[config.mk]
export PLATFORM = sky130hd
export DESIGN_NAME = request_arbiter_top
export DESIGN_NICKNAME = d
export VERILOG_FILES = /design/src/hdl/mem_request_pkg.sv /design/src/hdl/mem_request_if.sv /design/src/hdl/round_robin_bus_arbiter.sv /design/src/hdl/request_sync_fifo.sv /design/src/hdl/request_arbiter_n_to_1.sv /design/src/hdl/request_arbiter_top.sv
export VERILOG_INCLUDE_DIRS = /design/src /design/src/include
export SDC_FILE = /design/constraint.sdc
export NUM_CORES = 2
export LEC_CHECK = 0
export BUFFER_PORTS_ARGS = -buffer_cell sky130_fd_sc_hd__buf_2
export CELL_PAD_IN_SITES_DETAIL_PLACEMENT = 1
export CELL_PAD_IN_SITES_GLOBAL_PLACEMENT = 1
export CORE_MARGIN = 2
export CORE_UTILIZATION = 35
export DETAILED_ROUTE_END_ITERATION = 8
export PLACE_DENSITY = 0.53
export SKIP_CTS_REPAIR_TIMING = 1
export SLEW_MARGIN = 25
export SYNTH_ARGS = -nofsm -noshare
export SYNTH_HDL_FRONTEND = slang
export SYNTH_SLANG_ARGS = --single-unit
[constraint.sdc]
create_clock -name ap_clk -period 7.7 [get_ports ap_clk]
set_input_delay 1.54 -clock ap_clk [delete_from_list [all_inputs] [get_ports ap_clk]]
set_output_delay 1.54 -clock ap_clk [all_outputs]
set_load 0.02 [all_outputs]
[src/include/mem_request_settings.svh]
// Build-time sizing of the memory request arbiter, included by the package and the RTL blocks
`ifndef MEM_REQUEST_SETTINGS_SVH
`define MEM_REQUEST_SETTINGS_SVH

// ------------------------------------------------------------
// Requesters and packet fields
// ------------------------------------------------------------
// Engine lanes sharing the memory request path
`define MEM_NUM_REQUESTORS 4
`define MEM_ADDR_WIDTH 32
`define MEM_DATA_WIDTH 32

// ------------------------------------------------------------
// Request FIFO
// ------------------------------------------------------------
`define MEM_FIFO_DEPTH 32
// Leaves 8 free entries for packets already granted
`define MEM_FIFO_PROG_THRESH 24

`endif

[src/hdl/mem_request_pkg.sv]
// Shared request types for the arbiter RTL and testbench, imported by wildcard in module headers
`include "mem_request_settings.svh"

package mem_request_pkg;

  // ------------------------------------------------------------
  // Widths derived from the settings header
  // ------------------------------------------------------------
  // Source id needs at least one bit, even for a single lane
  localparam int MEM_SOURCE_WIDTH =
    (`MEM_NUM_REQUESTORS > 1) ? $clog2(`MEM_NUM_REQUESTORS) : 1;

  // ------------------------------------------------------------
  // Command encoding
  // ------------------------------------------------------------
  typedef enum logic [1:0] {
    CMD_MEM_READ     = 2'd0,
    CMD_MEM_WRITE    = 2'd1,
    // Travels back from memory, never queued toward it
    CMD_MEM_RESPONSE = 2'd2,
    CMD_MEM_FLUSH    = 2'd3
  } mem_cmd_t;

  // Field vectors
  typedef logic [`MEM_ADDR_WIDTH-1:0] mem_addr_t;
  typedef logic [`MEM_DATA_WIDTH-1:0] mem_data_t;
  // Originating lane
  typedef logic [MEM_SOURCE_WIDTH-1:0] mem_source_t;

  // ------------------------------------------------------------
  // FIFO entry
  // ------------------------------------------------------------
  typedef struct packed {
    mem_cmd_t    cmd;
    mem_source_t source;
    mem_addr_t   address;
    mem_data_t   data;
  } mem_payload_t;

endpackage

[src/hdl/mem_request_if.sv]
// One request packet as it moves between blocks inside the design, with source and sink views
`timescale 1ns/1ps

interface mem_request_if import mem_request_pkg::*; ();

  // Strobe for a single packet
  logic        valid;
  // Payload fields
  mem_cmd_t    cmd;
  mem_source_t source;
  mem_addr_t   address;
  mem_data_t   data;

  // Driving side
  modport src (
    output valid,
    output cmd,
    output source,
    output address,
    output data
  );

  // Receiving side
  modport dst (
    input valid,
    input cmd,
    input source,
    input address,
    input data
  );

endinterface

[src/hdl/round_robin_bus_arbiter.sv]
// Round-robin grant among request levels plus a registered one-of-N packet bus over padded lanes
`timescale 1ns/1ps
`include "mem_request_settings.svh"

module round_robin_bus_arbiter import mem_request_pkg::*; #(
  parameter int NUM_LANES = 2**$clog2(`MEM_NUM_REQUESTORS)
) (
  input  logic                 ap_clk,
  input  logic                 areset_control,
  input  logic [NUM_LANES-1:0] request,
  input  logic [NUM_LANES-1:0] bus_valid,
  input  mem_payload_t         bus_in [NUM_LANES-1:0],
  output logic [NUM_LANES-1:0] grant,
  output logic                 bus_out_valid,
  output mem_payload_t         bus_out
);

  localparam int PTR_WIDTH = (NUM_LANES > 1) ? $clog2(NUM_LANES) : 1;

  // Lane holding top priority this cycle
  logic [PTR_WIDTH-1:0] rr_ptr;
  logic [NUM_LANES-1:0] grant_next;
  logic [PTR_WIDTH-1:0] grant_idx;
  logic                 grant_any;

  logic         mux_valid;
  mem_payload_t mux_payload;

  // ------------------------------------------------------------
  // Grant selection
  // ------------------------------------------------------------
  // Scan upward from the pointer and wrap by overflow
  always_comb begin
    logic [PTR_WIDTH-1:0] lane_idx;
    grant_next = '0;
    grant_idx  = rr_ptr;
    grant_any  = 1'b0;
    for (int i = 0; i < NUM_LANES; i++) begin
      lane_idx = rr_ptr + PTR_WIDTH'(i);
      if (!grant_any && request[lane_idx]) begin
        grant_next[lane_idx] = 1'b1;
        grant_idx            = lane_idx;
        grant_any            = 1'b1;
      end
    end
  end

  // Pointer moves just past the winner
  always_ff @(posedge ap_clk) begin
    if (areset_control) begin
      rr_ptr <= '0;
      grant  <= '0;
    end else begin
      grant <= grant_next;
      if (grant_any) begin
        rr_ptr <= grant_idx + PTR_WIDTH'(1);
      end
    end
  end

  // ------------------------------------------------------------
  // Packet bus
  // ------------------------------------------------------------
  // At most one lane answers at a time
  always_comb begin
    mux_valid   = |bus_valid;
    mux_payload = bus_in[0];
    for (int i = NUM_LANES - 1; i >= 0; i--) begin
      if (bus_valid[i]) begin
        mux_payload = bus_in[i];
      end
    end
  end

  always_ff @(posedge ap_clk) begin
    if (areset_control) begin
      bus_out_valid <= 1'b0;
    end else begin
      bus_out_valid <= mux_valid;
    end
  end

  // Payload follows the strobe
  always_ff @(posedge ap_clk) begin
    bus_out <= mux_payload;
  end

endmodule

[src/hdl/request_sync_fifo.sv]
// Synchronous request FIFO with registered two-stage read, status flags and a read-valid strobe
`timescale 1ns/1ps
`include "mem_request_settings.svh"

module request_sync_fifo import mem_request_pkg::*; (
  input  logic         ap_clk,
  input  logic         areset_control,
  input  mem_payload_t din,
  input  logic         wr_en,
  input  logic         rd_en,
  output mem_payload_t dout,
  output logic         dout_valid,
  output logic         empty,
  output logic         full,
  output logic         prog_full
);

  localparam int DEPTH      = `MEM_FIFO_DEPTH;
  localparam int ADDR_WIDTH = $clog2(DEPTH);
  localparam int CNT_WIDTH  = ADDR_WIDTH + 1;

  // Entry storage
  mem_payload_t mem [DEPTH];

  logic [ADDR_WIDTH-1:0] wr_ptr;
  logic [ADDR_WIDTH-1:0] rd_ptr;
  logic [CNT_WIDTH-1:0]  count;

  // First read stage
  mem_payload_t rd_data_q;
  logic         rd_pending;

  logic wr_accept;
  logic rd_accept;

  // ------------------------------------------------------------
  // Accept and status
  // ------------------------------------------------------------
  // Overflow and underflow guards
  assign wr_accept = wr_en & ~full;
  assign rd_accept = rd_en & ~empty;

  assign empty     = (count == '0);
  assign full      = (count == CNT_WIDTH'(DEPTH));
  assign prog_full = (count >= CNT_WIDTH'(`MEM_FIFO_PROG_THRESH));

  // ------------------------------------------------------------
  // Pointers and occupancy
  // ------------------------------------------------------------
  always_ff @(posedge ap_clk) begin
    if (areset_control) begin
      wr_ptr     <= '0;
      rd_ptr     <= '0;
      count      <= '0;
      rd_pending <= 1'b0;
      dout_valid <= 1'b0;
    end else begin
      if (wr_accept) begin
        wr_ptr <= wr_ptr + ADDR_WIDTH'(1);
      end
      if (rd_accept) begin
        rd_ptr <= rd_ptr + ADDR_WIDTH'(1);
      end
      // Net change of one entry at most
      case ({wr_accept, rd_accept})
        2'b10:   count <= count + CNT_WIDTH'(1);
        2'b01:   count <= count - CNT_WIDTH'(1);
        default: count <= count;
      endcase
      rd_pending <= rd_accept;
      dout_valid <= rd_pending;
    end
  end

  // ------------------------------------------------------------
  // Data path
  // ------------------------------------------------------------
  always_ff @(posedge ap_clk) begin
    if (wr_accept) begin
      mem[wr_ptr] <= din;
    end
    if (rd_accept) begin
      rd_data_q <= mem[rd_ptr];
    end
    // Output stage lines up with dout_valid
    dout <= rd_data_q;
  end

endmodule

[src/hdl/request_arbiter_n_to_1.sv]
// N-to-1 memory request arbiter block feeding the request FIFO, instantiated by the top level
`timescale 1ns/1ps
`include "mem_request_settings.svh"

module request_arbiter_n_to_1 import mem_request_pkg::*; (
  input  logic                           ap_clk,
  input  logic                           areset_control,
  mem_request_if.dst                     request_in [`MEM_NUM_REQUESTORS-1:0],
  input  logic [`MEM_NUM_REQUESTORS-1:0] arbiter_request_in,
  output logic [`MEM_NUM_REQUESTORS-1:0] arbiter_grant_out,
  input  logic                           read_enable,
  mem_request_if.src                     request_out,
  output logic                           fifo_empty,
  output logic                           fifo_full,
  output logic                           fifo_prog_full
);

  localparam int NUM_REQUESTORS = `MEM_NUM_REQUESTORS;
  // Arbiter works on a power of two lanes
  localparam int NUM_ARBITER    = 2**$clog2(NUM_REQUESTORS);

  // ------------------------------------------------------------
  // Signals
  // ------------------------------------------------------------
  // Lane inputs before and after the input register
  logic [NUM_REQUESTORS-1:0] lane_valid_d;
  mem_payload_t              lane_payload_d [NUM_REQUESTORS-1:0];
  logic [NUM_REQUESTORS-1:0] lane_valid_q;
  mem_payload_t              lane_payload_q [NUM_REQUESTORS-1:0];

  logic [NUM_REQUESTORS-1:0] arbiter_request_reg;
  logic                      read_enable_reg;

  // Padded arbiter side
  logic [NUM_ARBITER-1:0] arbiter_request;
  logic [NUM_ARBITER-1:0] arbiter_bus_valid;
  mem_payload_t           arbiter_bus_in [NUM_ARBITER-1:0];
  logic [NUM_ARBITER-1:0] arbiter_grant;
  logic                   arbiter_bus_out_valid;
  mem_payload_t           arbiter_bus_out;

  // FIFO side
  logic         fifo_din_valid_q;
  mem_payload_t fifo_din_q;
  logic         fifo_push_filter;
  logic         fifo_wr_en;
  logic         fifo_rd_en;
  mem_payload_t fifo_dout;
  logic         fifo_dout_valid;
  logic         fifo_empty_int;
  logic         fifo_full_int;
  logic         fifo_prog_full_int;

  // ------------------------------------------------------------
  // Input register
  // ------------------------------------------------------------
  // Lane interfaces into packed payloads
  for (genvar i = 0; i < NUM_REQUESTORS; i++) begin : g_lane_in
    assign lane_valid_d[i]   = request_in[i].valid;
    assign lane_payload_d[i] = '{cmd:     request_in[i].cmd,
                                 source:  request_in[i].source,
                                 address: request_in[i].address,
                                 data:    request_in[i].data};
  end

  always_ff @(posedge ap_clk) begin
    if (areset_control) begin
      lane_valid_q        <= '0;
      arbiter_request_reg <= '0;
      read_enable_reg     <= 1'b0;
    end else begin
      lane_valid_q        <= lane_valid_d;
      arbiter_request_reg <= arbiter_request_in;
      read_enable_reg     <= read_enable;
    end
  end

  always_ff @(posedge ap_clk) begin
    for (int i = 0; i < NUM_REQUESTORS; i++) begin
      lane_payload_q[i] <= lane_payload_d[i];
    end
  end

  // ------------------------------------------------------------
  // Bus arbiter
  // ------------------------------------------------------------
  // Unused lanes tied off
  for (genvar i = 0; i < NUM_ARBITER; i++) begin : g_arb_lane
    if (i < NUM_REQUESTORS) begin : g_real
      // Back-pressure holds all new grants
      assign arbiter_request[i]   = arbiter_request_reg[i] & ~fifo_prog_full_int;
      assign arbiter_bus_valid[i] = lane_valid_q[i];
      assign arbiter_bus_in[i]    = lane_payload_q[i];
    end else begin : g_pad
      assign arbiter_request[i]   = 1'b0;
      assign arbiter_bus_valid[i] = 1'b0;
      assign arbiter_bus_in[i]    = '0;
    end
  end

  round_robin_bus_arbiter #(
    .NUM_LANES(NUM_ARBITER)
  ) i_arbiter (
    .ap_clk        (ap_clk),
    .areset_control(areset_control),
    .request       (arbiter_request),
    .bus_valid     (arbiter_bus_valid),
    .bus_in        (arbiter_bus_in),
    .grant         (arbiter_grant),
    .bus_out_valid (arbiter_bus_out_valid),
    .bus_out       (arbiter_bus_out)
  );

  // ------------------------------------------------------------
  // FIFO push and pop
  // ------------------------------------------------------------
  always_ff @(posedge ap_clk) begin
    if (areset_control) begin
      fifo_din_valid_q <= 1'b0;
    end else begin
      fifo_din_valid_q <= arbiter_bus_out_valid;
    end
  end

  always_ff @(posedge ap_clk) begin
    fifo_din_q <= arbiter_bus_out;
  end

  // Responses never head toward memory
  assign fifo_push_filter = (fifo_din_q.cmd != CMD_MEM_RESPONSE);
  assign fifo_wr_en       = fifo_din_valid_q & fifo_push_filter;
  // Pop only what is there
  assign fifo_rd_en       = read_enable_reg & ~fifo_empty_int;

  request_sync_fifo i_fifo (
    .ap_clk        (ap_clk),
    .areset_control(areset_control),
    .din           (fifo_din_q),
    .wr_en         (fifo_wr_en),
    .rd_en         (fifo_rd_en),
    .dout          (fifo_dout),
    .dout_valid    (fifo_dout_valid),
    .empty         (fifo_empty_int),
    .full          (fifo_full_int),
    .prog_full     (fifo_prog_full_int)
  );

  // ------------------------------------------------------------
  // Output register
  // ------------------------------------------------------------
  always_ff @(posedge ap_clk) begin
    if (areset_control) begin
      arbiter_grant_out <= '0;
      request_out.valid <= 1'b0;
      fifo_empty        <= 1'b1;
      fifo_full         <= 1'b0;
      fifo_prog_full    <= 1'b0;
    end else begin
      arbiter_grant_out <= arbiter_grant[NUM_REQUESTORS-1:0];
      request_out.valid <= fifo_dout_valid;
      fifo_empty        <= fifo_empty_int;
      fifo_full         <= fifo_full_int;
      fifo_prog_full    <= fifo_prog_full_int;
    end
  end

  // Payload fields
  always_ff @(posedge ap_clk) begin
    request_out.cmd     <= fifo_dout.cmd;
    request_out.source  <= fifo_dout.source;
    request_out.address <= fifo_dout.address;
    request_out.data    <= fifo_dout.data;
  end

endmodule

[src/hdl/request_arbiter_top.sv]
// Top level of the memory request arbiter with flattened per-lane ports, the DUT of the testbench
`timescale 1ns/1ps
`include "mem_request_settings.svh"

module request_arbiter_top import mem_request_pkg::*; (
  input  logic                                               ap_clk,
  input  logic                                               areset_control,
  // Lane packets with lane i at slice i
  input  logic [`MEM_NUM_REQUESTORS-1:0]                     req_valid,
  input  logic [`MEM_NUM_REQUESTORS*$bits(mem_cmd_t)-1:0]    req_cmd,
  input  logic [`MEM_NUM_REQUESTORS*MEM_SOURCE_WIDTH-1:0]    req_source,
  input  logic [`MEM_NUM_REQUESTORS*`MEM_ADDR_WIDTH-1:0]     req_address,
  input  logic [`MEM_NUM_REQUESTORS*`MEM_DATA_WIDTH-1:0]     req_data,
  // Request levels and grant pulses
  input  logic [`MEM_NUM_REQUESTORS-1:0]                     arbiter_request,
  output logic [`MEM_NUM_REQUESTORS-1:0]                     arbiter_grant,
  // Memory side
  input  logic                                               read_enable,
  output logic                                               out_valid,
  output mem_cmd_t                                           out_cmd,
  output mem_source_t                                        out_source,
  output mem_addr_t                                          out_address,
  output mem_data_t                                          out_data,
  output logic                                               fifo_empty,
  output logic                                               fifo_full,
  output logic                                               fifo_prog_full
);

  localparam int NUM_REQUESTORS = `MEM_NUM_REQUESTORS;
  localparam int CMD_WIDTH      = $bits(mem_cmd_t);

  mem_request_if lane_if [NUM_REQUESTORS-1:0] ();
  mem_request_if out_if ();

  // ------------------------------------------------------------
  // Flattened vectors to lane interfaces
  // ------------------------------------------------------------
  for (genvar i = 0; i < NUM_REQUESTORS; i++) begin : g_lane
    assign lane_if[i].valid   = req_valid[i];
    assign lane_if[i].cmd     = mem_cmd_t'(req_cmd[i*CMD_WIDTH +: CMD_WIDTH]);
    assign lane_if[i].source  = req_source[i*MEM_SOURCE_WIDTH +: MEM_SOURCE_WIDTH];
    assign lane_if[i].address = req_address[i*`MEM_ADDR_WIDTH +: `MEM_ADDR_WIDTH];
    assign lane_if[i].data    = req_data[i*`MEM_DATA_WIDTH +: `MEM_DATA_WIDTH];
  end

  request_arbiter_n_to_1 i_arbiter_n_to_1 (
    .ap_clk            (ap_clk),
    .areset_control    (areset_control),
    .request_in        (lane_if),
    .arbiter_request_in(arbiter_request),
    .arbiter_grant_out (arbiter_grant),
    .read_enable       (read_enable),
    .request_out       (out_if),
    .fifo_empty        (fifo_empty),
    .fifo_full         (fifo_full),
    .fifo_prog_full    (fifo_prog_full)
  );

  // Output packet back to plain ports
  assign out_valid   = out_if.valid;
  assign out_cmd     = out_if.cmd;
  assign out_source  = out_if.source;
  assign out_address = out_if.address;
  assign out_data    = out_if.data;

endmodule

Word-level counts from Yosys, hierarchy flattened
Memories as Yosys holds them, arrays and structs flattened. A register that Yosys moved wholly into a read port is not among the register bits.
Index checks and enable logic that the tools add are counted.
Widths: inputs -> output; s select.
{"block": "totals", "ff_bits": 315, "mem_bits_rw": 2448, "input_bits": 283, "out_inout_bits": 76, "word_cells": 117, "n_memories": 2}
{"block": "classes", "n_addsub": 8, "n_lt_le_gt_ge": 9, "n_eq_ne": 4, "muxes": 34, "n_bitwise": 14, "reduce_logical": 13}
{"name": "i_arbiter_n_to_1.i_fifo.mem", "depth": 32, "word_bits": 68, "rd": 1, "rd_clocked_by_memory_dff": 1, "wr": 1, "line": "request_sync_fifo.sv:23", "text": "mem_payload_t mem [DEPTH];"}
{"name": "i_arbiter_n_to_1.lane_payload_q", "depth": 4, "word_bits": 68, "rd": 4, "rd_clocked_by_memory_dff": 0, "wr": 4, "line": "request_arbiter_n_to_1.sv:29", "text": "mem_payload_t lane_payload_q [NUM_REQUESTORS-1:0];"}
{"operator": "$mux 68", "count": 4}
{"operator": "$mux 4", "count": 4}
{"operator": "$mux 1", "count": 14}
{"operator": "$lt 2x3->1 const B", "count": 4}
{"operator": "$or 4x4->4", "count": 3}
{"operator": "$pmux 6 s2", "count": 1}
{"operator": "$add 5x1->5 const B", "count": 2}
{"operator": "$and 1x1->1", "count": 8}
{"operator": "$bmux 1 s2", "count": 4}
{"operator": "$demux 1 s2", "count": 4}
{"operator": "$ge 2x1->1 const B", "count": 4}
{"operator": "$logic_and 1x1->1", "count": 7}
{"operator": "$add 6x1->6 const B", "count": 1}
{"operator": "$eq 6x6->1 const B", "count": 1}
{"operator": "$ge 6x5->1 const B", "count": 1}
{"operator": "$logic_not 6->1", "count": 1}
{"operator": "$mux 2", "count": 3}
{"operator": "$sub 6x1->6 const B", "count": 1}
{"operator": "$add 2x1->2 const B", "count": 2}
{"operator": "$add 2x2->2 const B", "count": 2}
{"operator": "$reduce_or 4->1", "count": 1}
{"operator": "$logic_not 1->1", "count": 3}
{"operator": "$not 1->1", "count": 3}
{"operator": "$eq 2x1->1 const B", "count": 1}
{"operator": "other kinds (3)", "count": 3}

Logic depth before layout (Yosys ltp)
{"block": "depth", "depth_word": 16, "ltp_mapped": 14, "ltp_nobuf": 13}

Modules after synthesis
Synthesis repeated with hierarchy kept, for this count alone.
{"block": "hier_totals", "hier_cells": 5265, "hier_area_um2": 100555.2}
{"module": "request_sync_fifo", "n_inst": 1, "cells_per_inst": 4143, "area_per_inst_um2": 87099.8, "seq_area_each_um2": 69106.3}
{"module": "request_arbiter_n_to_1", "n_inst": 1, "cells_per_inst": 452, "area_per_inst_um2": 8702.1, "seq_area_each_um2": 8528.2}
{"module": "round_robin_bus_arbiter", "n_inst": 1, "cells_per_inst": 670, "area_per_inst_um2": 4753.3, "seq_area_each_um2": 1501.4}

Worst setup path before layout
No wires, ideal clock.
{"block": "synth_path", "kind": "register to register", "from": "reg i_arbiter_n_to_1.i_fifo.count[3]", "to": "reg i_arbiter_n_to_1.i_fifo.count[5]", "setup_ps": 128, "t_arrival_ps": 5624, "required_time_ps": 7572, "path_slack_ps": 1948, "path_stages_with_launch": 12, "n_path_buf": 0, "period_less_slack_ps": 5752, "cell_sequence": "dfxtp_1 -> nor4_1 -> nor3b_1 -> nor2_1 -> ha_1 -> ha_1 -> a21o_1 -> a21o_1 -> a21o_1 -> a311oi_1 -> xor2_1 -> nor2_1"}
{"block": "synth_between", "elab_chain_cells": 6, "word_cells_on_any_way": 13, "cone_classes": "2 x add/sub; 3 x eq/ne; 1 x mux; 5 x bitwise; 2 x reduce/logical"}
{"element": "from (decl)", "line": "request_sync_fifo.sv:27", "text": "logic [CNT_WIDTH-1:0] count;"}
{"element": "from (signal assigned)", "line": "request_sync_fifo.sv:66", "text": "2'b10: count <= count + CNT_WIDTH'(1);"}
{"element": "from (signal assigned)", "line": "request_sync_fifo.sv:67", "text": "2'b01: count <= count - CNT_WIDTH'(1);"}
{"element": "from (signal assigned)", "line": "request_sync_fifo.sv:68", "text": "default: count <= count;"}
{"element": "$logic_not 6->1 *", "line": "request_sync_fifo.sv:43", "text": "assign empty = (count == '0);"}
{"element": "$not 1->1 *", "line": "request_sync_fifo.sv:41, request_arbiter_n_to_1.sv:133"}
{"element": "$and 1x1->1", "line": "request_arbiter_n_to_1.sv:133", "text": "assign fifo_rd_en = read_enable_reg & ~fifo_empty_int;"}
{"element": "$and 1x1->1 *", "line": "request_sync_fifo.sv:41", "text": "assign rd_accept = rd_en & ~empty;"}
{"element": "via i_arbiter_n_to_1.i_fifo.rd_accept", "line": "request_sync_fifo.sv:34", "text": "logic rd_accept;"}
{"element": "$eq 2x1->1 / $eq 2x2->1 (equally long branches)", "line": "request_sync_fifo.sv:65", "text": "case ({wr_accept, rd_accept})"}
{"element": "$pmux 6 s2 / $reduce_bool 2->1 (equally long branches)"}
The timed path passes the listed nets; every way through them passes the cells marked *.
A chain may end at the register's enable or synchronous reset.

Worst setup path in the final report
{"block": "layout_path", "from": "reg i_arbiter_n_to_1.fifo_din_q[66] (netlist name)", "to": "mem i_arbiter_n_to_1.i_fifo.mem[12][43] (netlist name), enable pin"}
{"block": "layout_between", "elab_chain_cells": 5}
{"element": "from (decl)", "line": "request_arbiter_n_to_1.sv:44", "text": "mem_payload_t fifo_din_q;"}
{"element": "from (signal assigned)", "line": "request_arbiter_n_to_1.sv:126", "text": "fifo_din_q <= arbiter_bus_out;"}
{"element": "$ne 2x2->1", "line": "request_arbiter_n_to_1.sv:130", "text": "assign fifo_push_filter = (fifo_din_q.cmd != CMD_MEM_RESPONSE);"}
{"element": "$and 1x1->1", "line": "request_arbiter_n_to_1.sv:131", "text": "assign fifo_wr_en = fifo_din_valid_q & fifo_push_filter;"}
{"element": "$and 1x1->1", "line": "request_sync_fifo.sv:40", "text": "assign wr_accept = wr_en & ~full;"}
{"element": "$mux 1", "line": "request_sync_fifo.sv:79", "text": "if (wr_accept) begin"}
{"element": "$mux 1 (not written as such)", "line": "request_sync_fifo.sv:80", "text": "mem[wr_ptr] <= din;"}
{"element": "to (decl)", "line": "request_sync_fifo.sv:23"}
No other way between the ends.

==> out/metrics.cfg <==
[synthesis]
yosysWarnings=0
synth_edf_count=2244
yosysUniqueCellTypes=44
syn_inst=4461
synth-seq-cells=2831
synthFlopType=edfxtp_1
syn_area_sq_mm=0.0998
synth.avg_cell_area_sq_um=22.4
ys_seq_area_share_pct=79.3
async_flop_share_pct=0
synth.net_count=4759

[power]
ir_drop_v=0.000191
leakage_nw=37.3
powerDensity_mw_per_mm2=290

[placed_design]
postPlaceCellArea_sq_mm=0.107
gp_congestion=0.729
dp_cells=8439
dp_hpwl_um=140000
numPortBuffers=358

[sta]
period_needed_ns=4.10
min_period_over_period_pct=53.3
relSlewSlack_pct=23.9
rsz0062_at_grt=no
maxSlewViolCount=0
finalHoldViolCount=0
tns_ns=0
fmax_mhz=244
skew_ns=0.0566
worst_pin_slew_ns=1.14
setup_viol=0
fin_hold_ws_ns=0.307

[clock_network]
cts_root_buf=clkbuf_16
cts.sinks=2831
worstSkewPairLatency_ns=0.86
ctsHtreeMaxLevel=5
clk_pin_slew_ns=0.06
cts_buffers=316
cts_tree=done
clockBufferDepth=4

[floorplan]
row_count=196
core-area_sq_mm=0.284
initial_core_util_pct=35.1
die_area_sq_mm=0.290
die_y_um=538
ios=359
die_x_um=538

[detailed_routing]
num_vias=46400
dr.pass1.iters=5
wl_per_cell_um=29.5
drt-total-wl_um=266000
ant_nets=0
via_per_inst=5.13
drtIter0Drc=3837
drc_errors=0

[critical_path]
critPathRequiredTime_ns=8.16
worstPathArrival_ns=4.56
critPathSlowestCell=buf_4
critPathMostFrequentCell=buf_4
path_depth=6
endpoint_kind=flip-flop
critPathBufInv=2
start_kind=flip-flop
ff2ff_path_depth=6
path_class=reg -> reg
crit_family=buffers and inverters
cp_slowest_stage_delay_ns=0.80
crit_path_max_fanout=43
rr_startpoint=i_arbiter_n_to_1.fifo_din_q[66]
path_cells=nand2b_1 > and3_1 > nand2_1 > nor2_4 > buf_4 > buf_4
startpoint=i_arbiter_n_to_1.fifo_din_q[66]

[global_routing]
grt_pass1_vias=49400
grt_start_max_net_pins=117
grt_overflow_total=0
grt_pass1_wl_um=377000
antenna_found_initial=45
track_usage_pct=18.4

[cells_and_area]
final_common_cell=edfxtp_1
mostFrequentLayoutCells=2,244 x edfxtp_1, 682 x mux4_2, 520 x dfxtp_1
final_nets=5295
largest_registers=i_arbiter_n_to_1.i_fifo.mem: 2176 flops, i_arbiter_n_to_1.lane_payload_q: 272 flops
area_growth_pct=17.3
finalNonFillerCells=9041
top_register=i_arbiter_n_to_1.i_fifo.mem
largest_reg_flops=2176
drive_above_1_share_pct=33.7
final_util_pct=41.2
final_area_sq_mm=0.117

[status]
status=complete, no violations

[min_path]
hold_depth=0
min-delay-start=i_arbiter_n_to_1.i_fifo.rd_data_q[63]
hold_class=reg -> reg

[flow_run]
drv_cap=0

synthesized netlist by cell type (30+ instances only):
| cell | count | share of area [%] |
|---|---|---|
| a21oi_1 | 132 | 0.66 |
| buf_1 | 30 | 0.11 |
| buf_2 | 38 | 0.19 |
| clkbuf_1 | 130 | 0.49 |
| dfxtp_1 | 587 | 12 |
| edfxtp_1 | 2244 | 67 |
| mux2_2 | 70 | 0.79 |
| mux2i_1 | 52 | 0.52 |
| mux4_2 | 682 | 15 |
| nand2_1 | 83 | 0.31 |
| nor2_1 | 183 | 0.69 |
| o21ai_0 | 69 | 0.35 |
final timing paths:
path	slack [ns]	endpoint
max	3.60	i_arbiter_n_to_1.i_fifo.mem[12][43]
min	0.31	i_arbiter_n_to_1.i_fifo.dout[63]
max reg2reg	3.60	i_arbiter_n_to_1.i_fifo.mem[12][43]
min reg2reg	0.31	i_arbiter_n_to_1.i_fifo.dout[63]
worst reg2reg max path: stages, from the launching register on:
cell      delay [ns]
dfxtp_2         0.72
nand2b_1        0.22
and3_1          0.38
nand2_1         0.57
nor2_4          0.26
buf_4           0.80
buf_4           0.73
layout make-up:
cell class	instances	area (sq um)
multi-input combinational	1389	19900
timing repair buffer	445	2850
sequential	2831	79200
clock inverter	148	1490
clock buffer	422	8810
fill	26500	167000
inverter	14	57.6
antenna	30	75.1
tap	3762	4710
logic make-up (layout without fill, tap and decap cells):
group	Yosys count	after routing	share of synthesized area [%]
other	0	30	0
xor gates and xnor gates	14	14	0.123
muxes	804	804	16.7
and+or+nand+nor	312	312	1.30
DFF	2831	2831	79.3
buffers and inverters	241	1029	1.08
AOI/OAI and AO/OA	244	244	1.35
adders and majority gates	15	15	0.195
power breakdown:
part           internal, W  switching, W
registers           0.0170      0.000568
logic             0.000675      0.000651
clock network      0.00890       0.00612
per-stage QoR:
stage	worst slack, ns	total power, W
global route	3.41	0.0351
CTS	3.11	0.0344
global placement	3.28	0.0193
detailed placement	3.15	0.0193
floorplan	1.95	0.0186
finish	3.60	0.0339
layer usage:
| layer | up-vias | part of all wire [%] | global-route usage (%) |
|---|---|---|---|
| met5 | - | 0.090 | 0 |
| met4 | 40 | 1.9 | 3.93 |
| met3 | 374 | 6.3 | 4.15 |
| met2 | 1430 | 47 | 29.1 |
| met1 | 25100 | 44 | 26.1 |
| li1 | 19400 | - | - |
(Power assumes the default switching activity.)
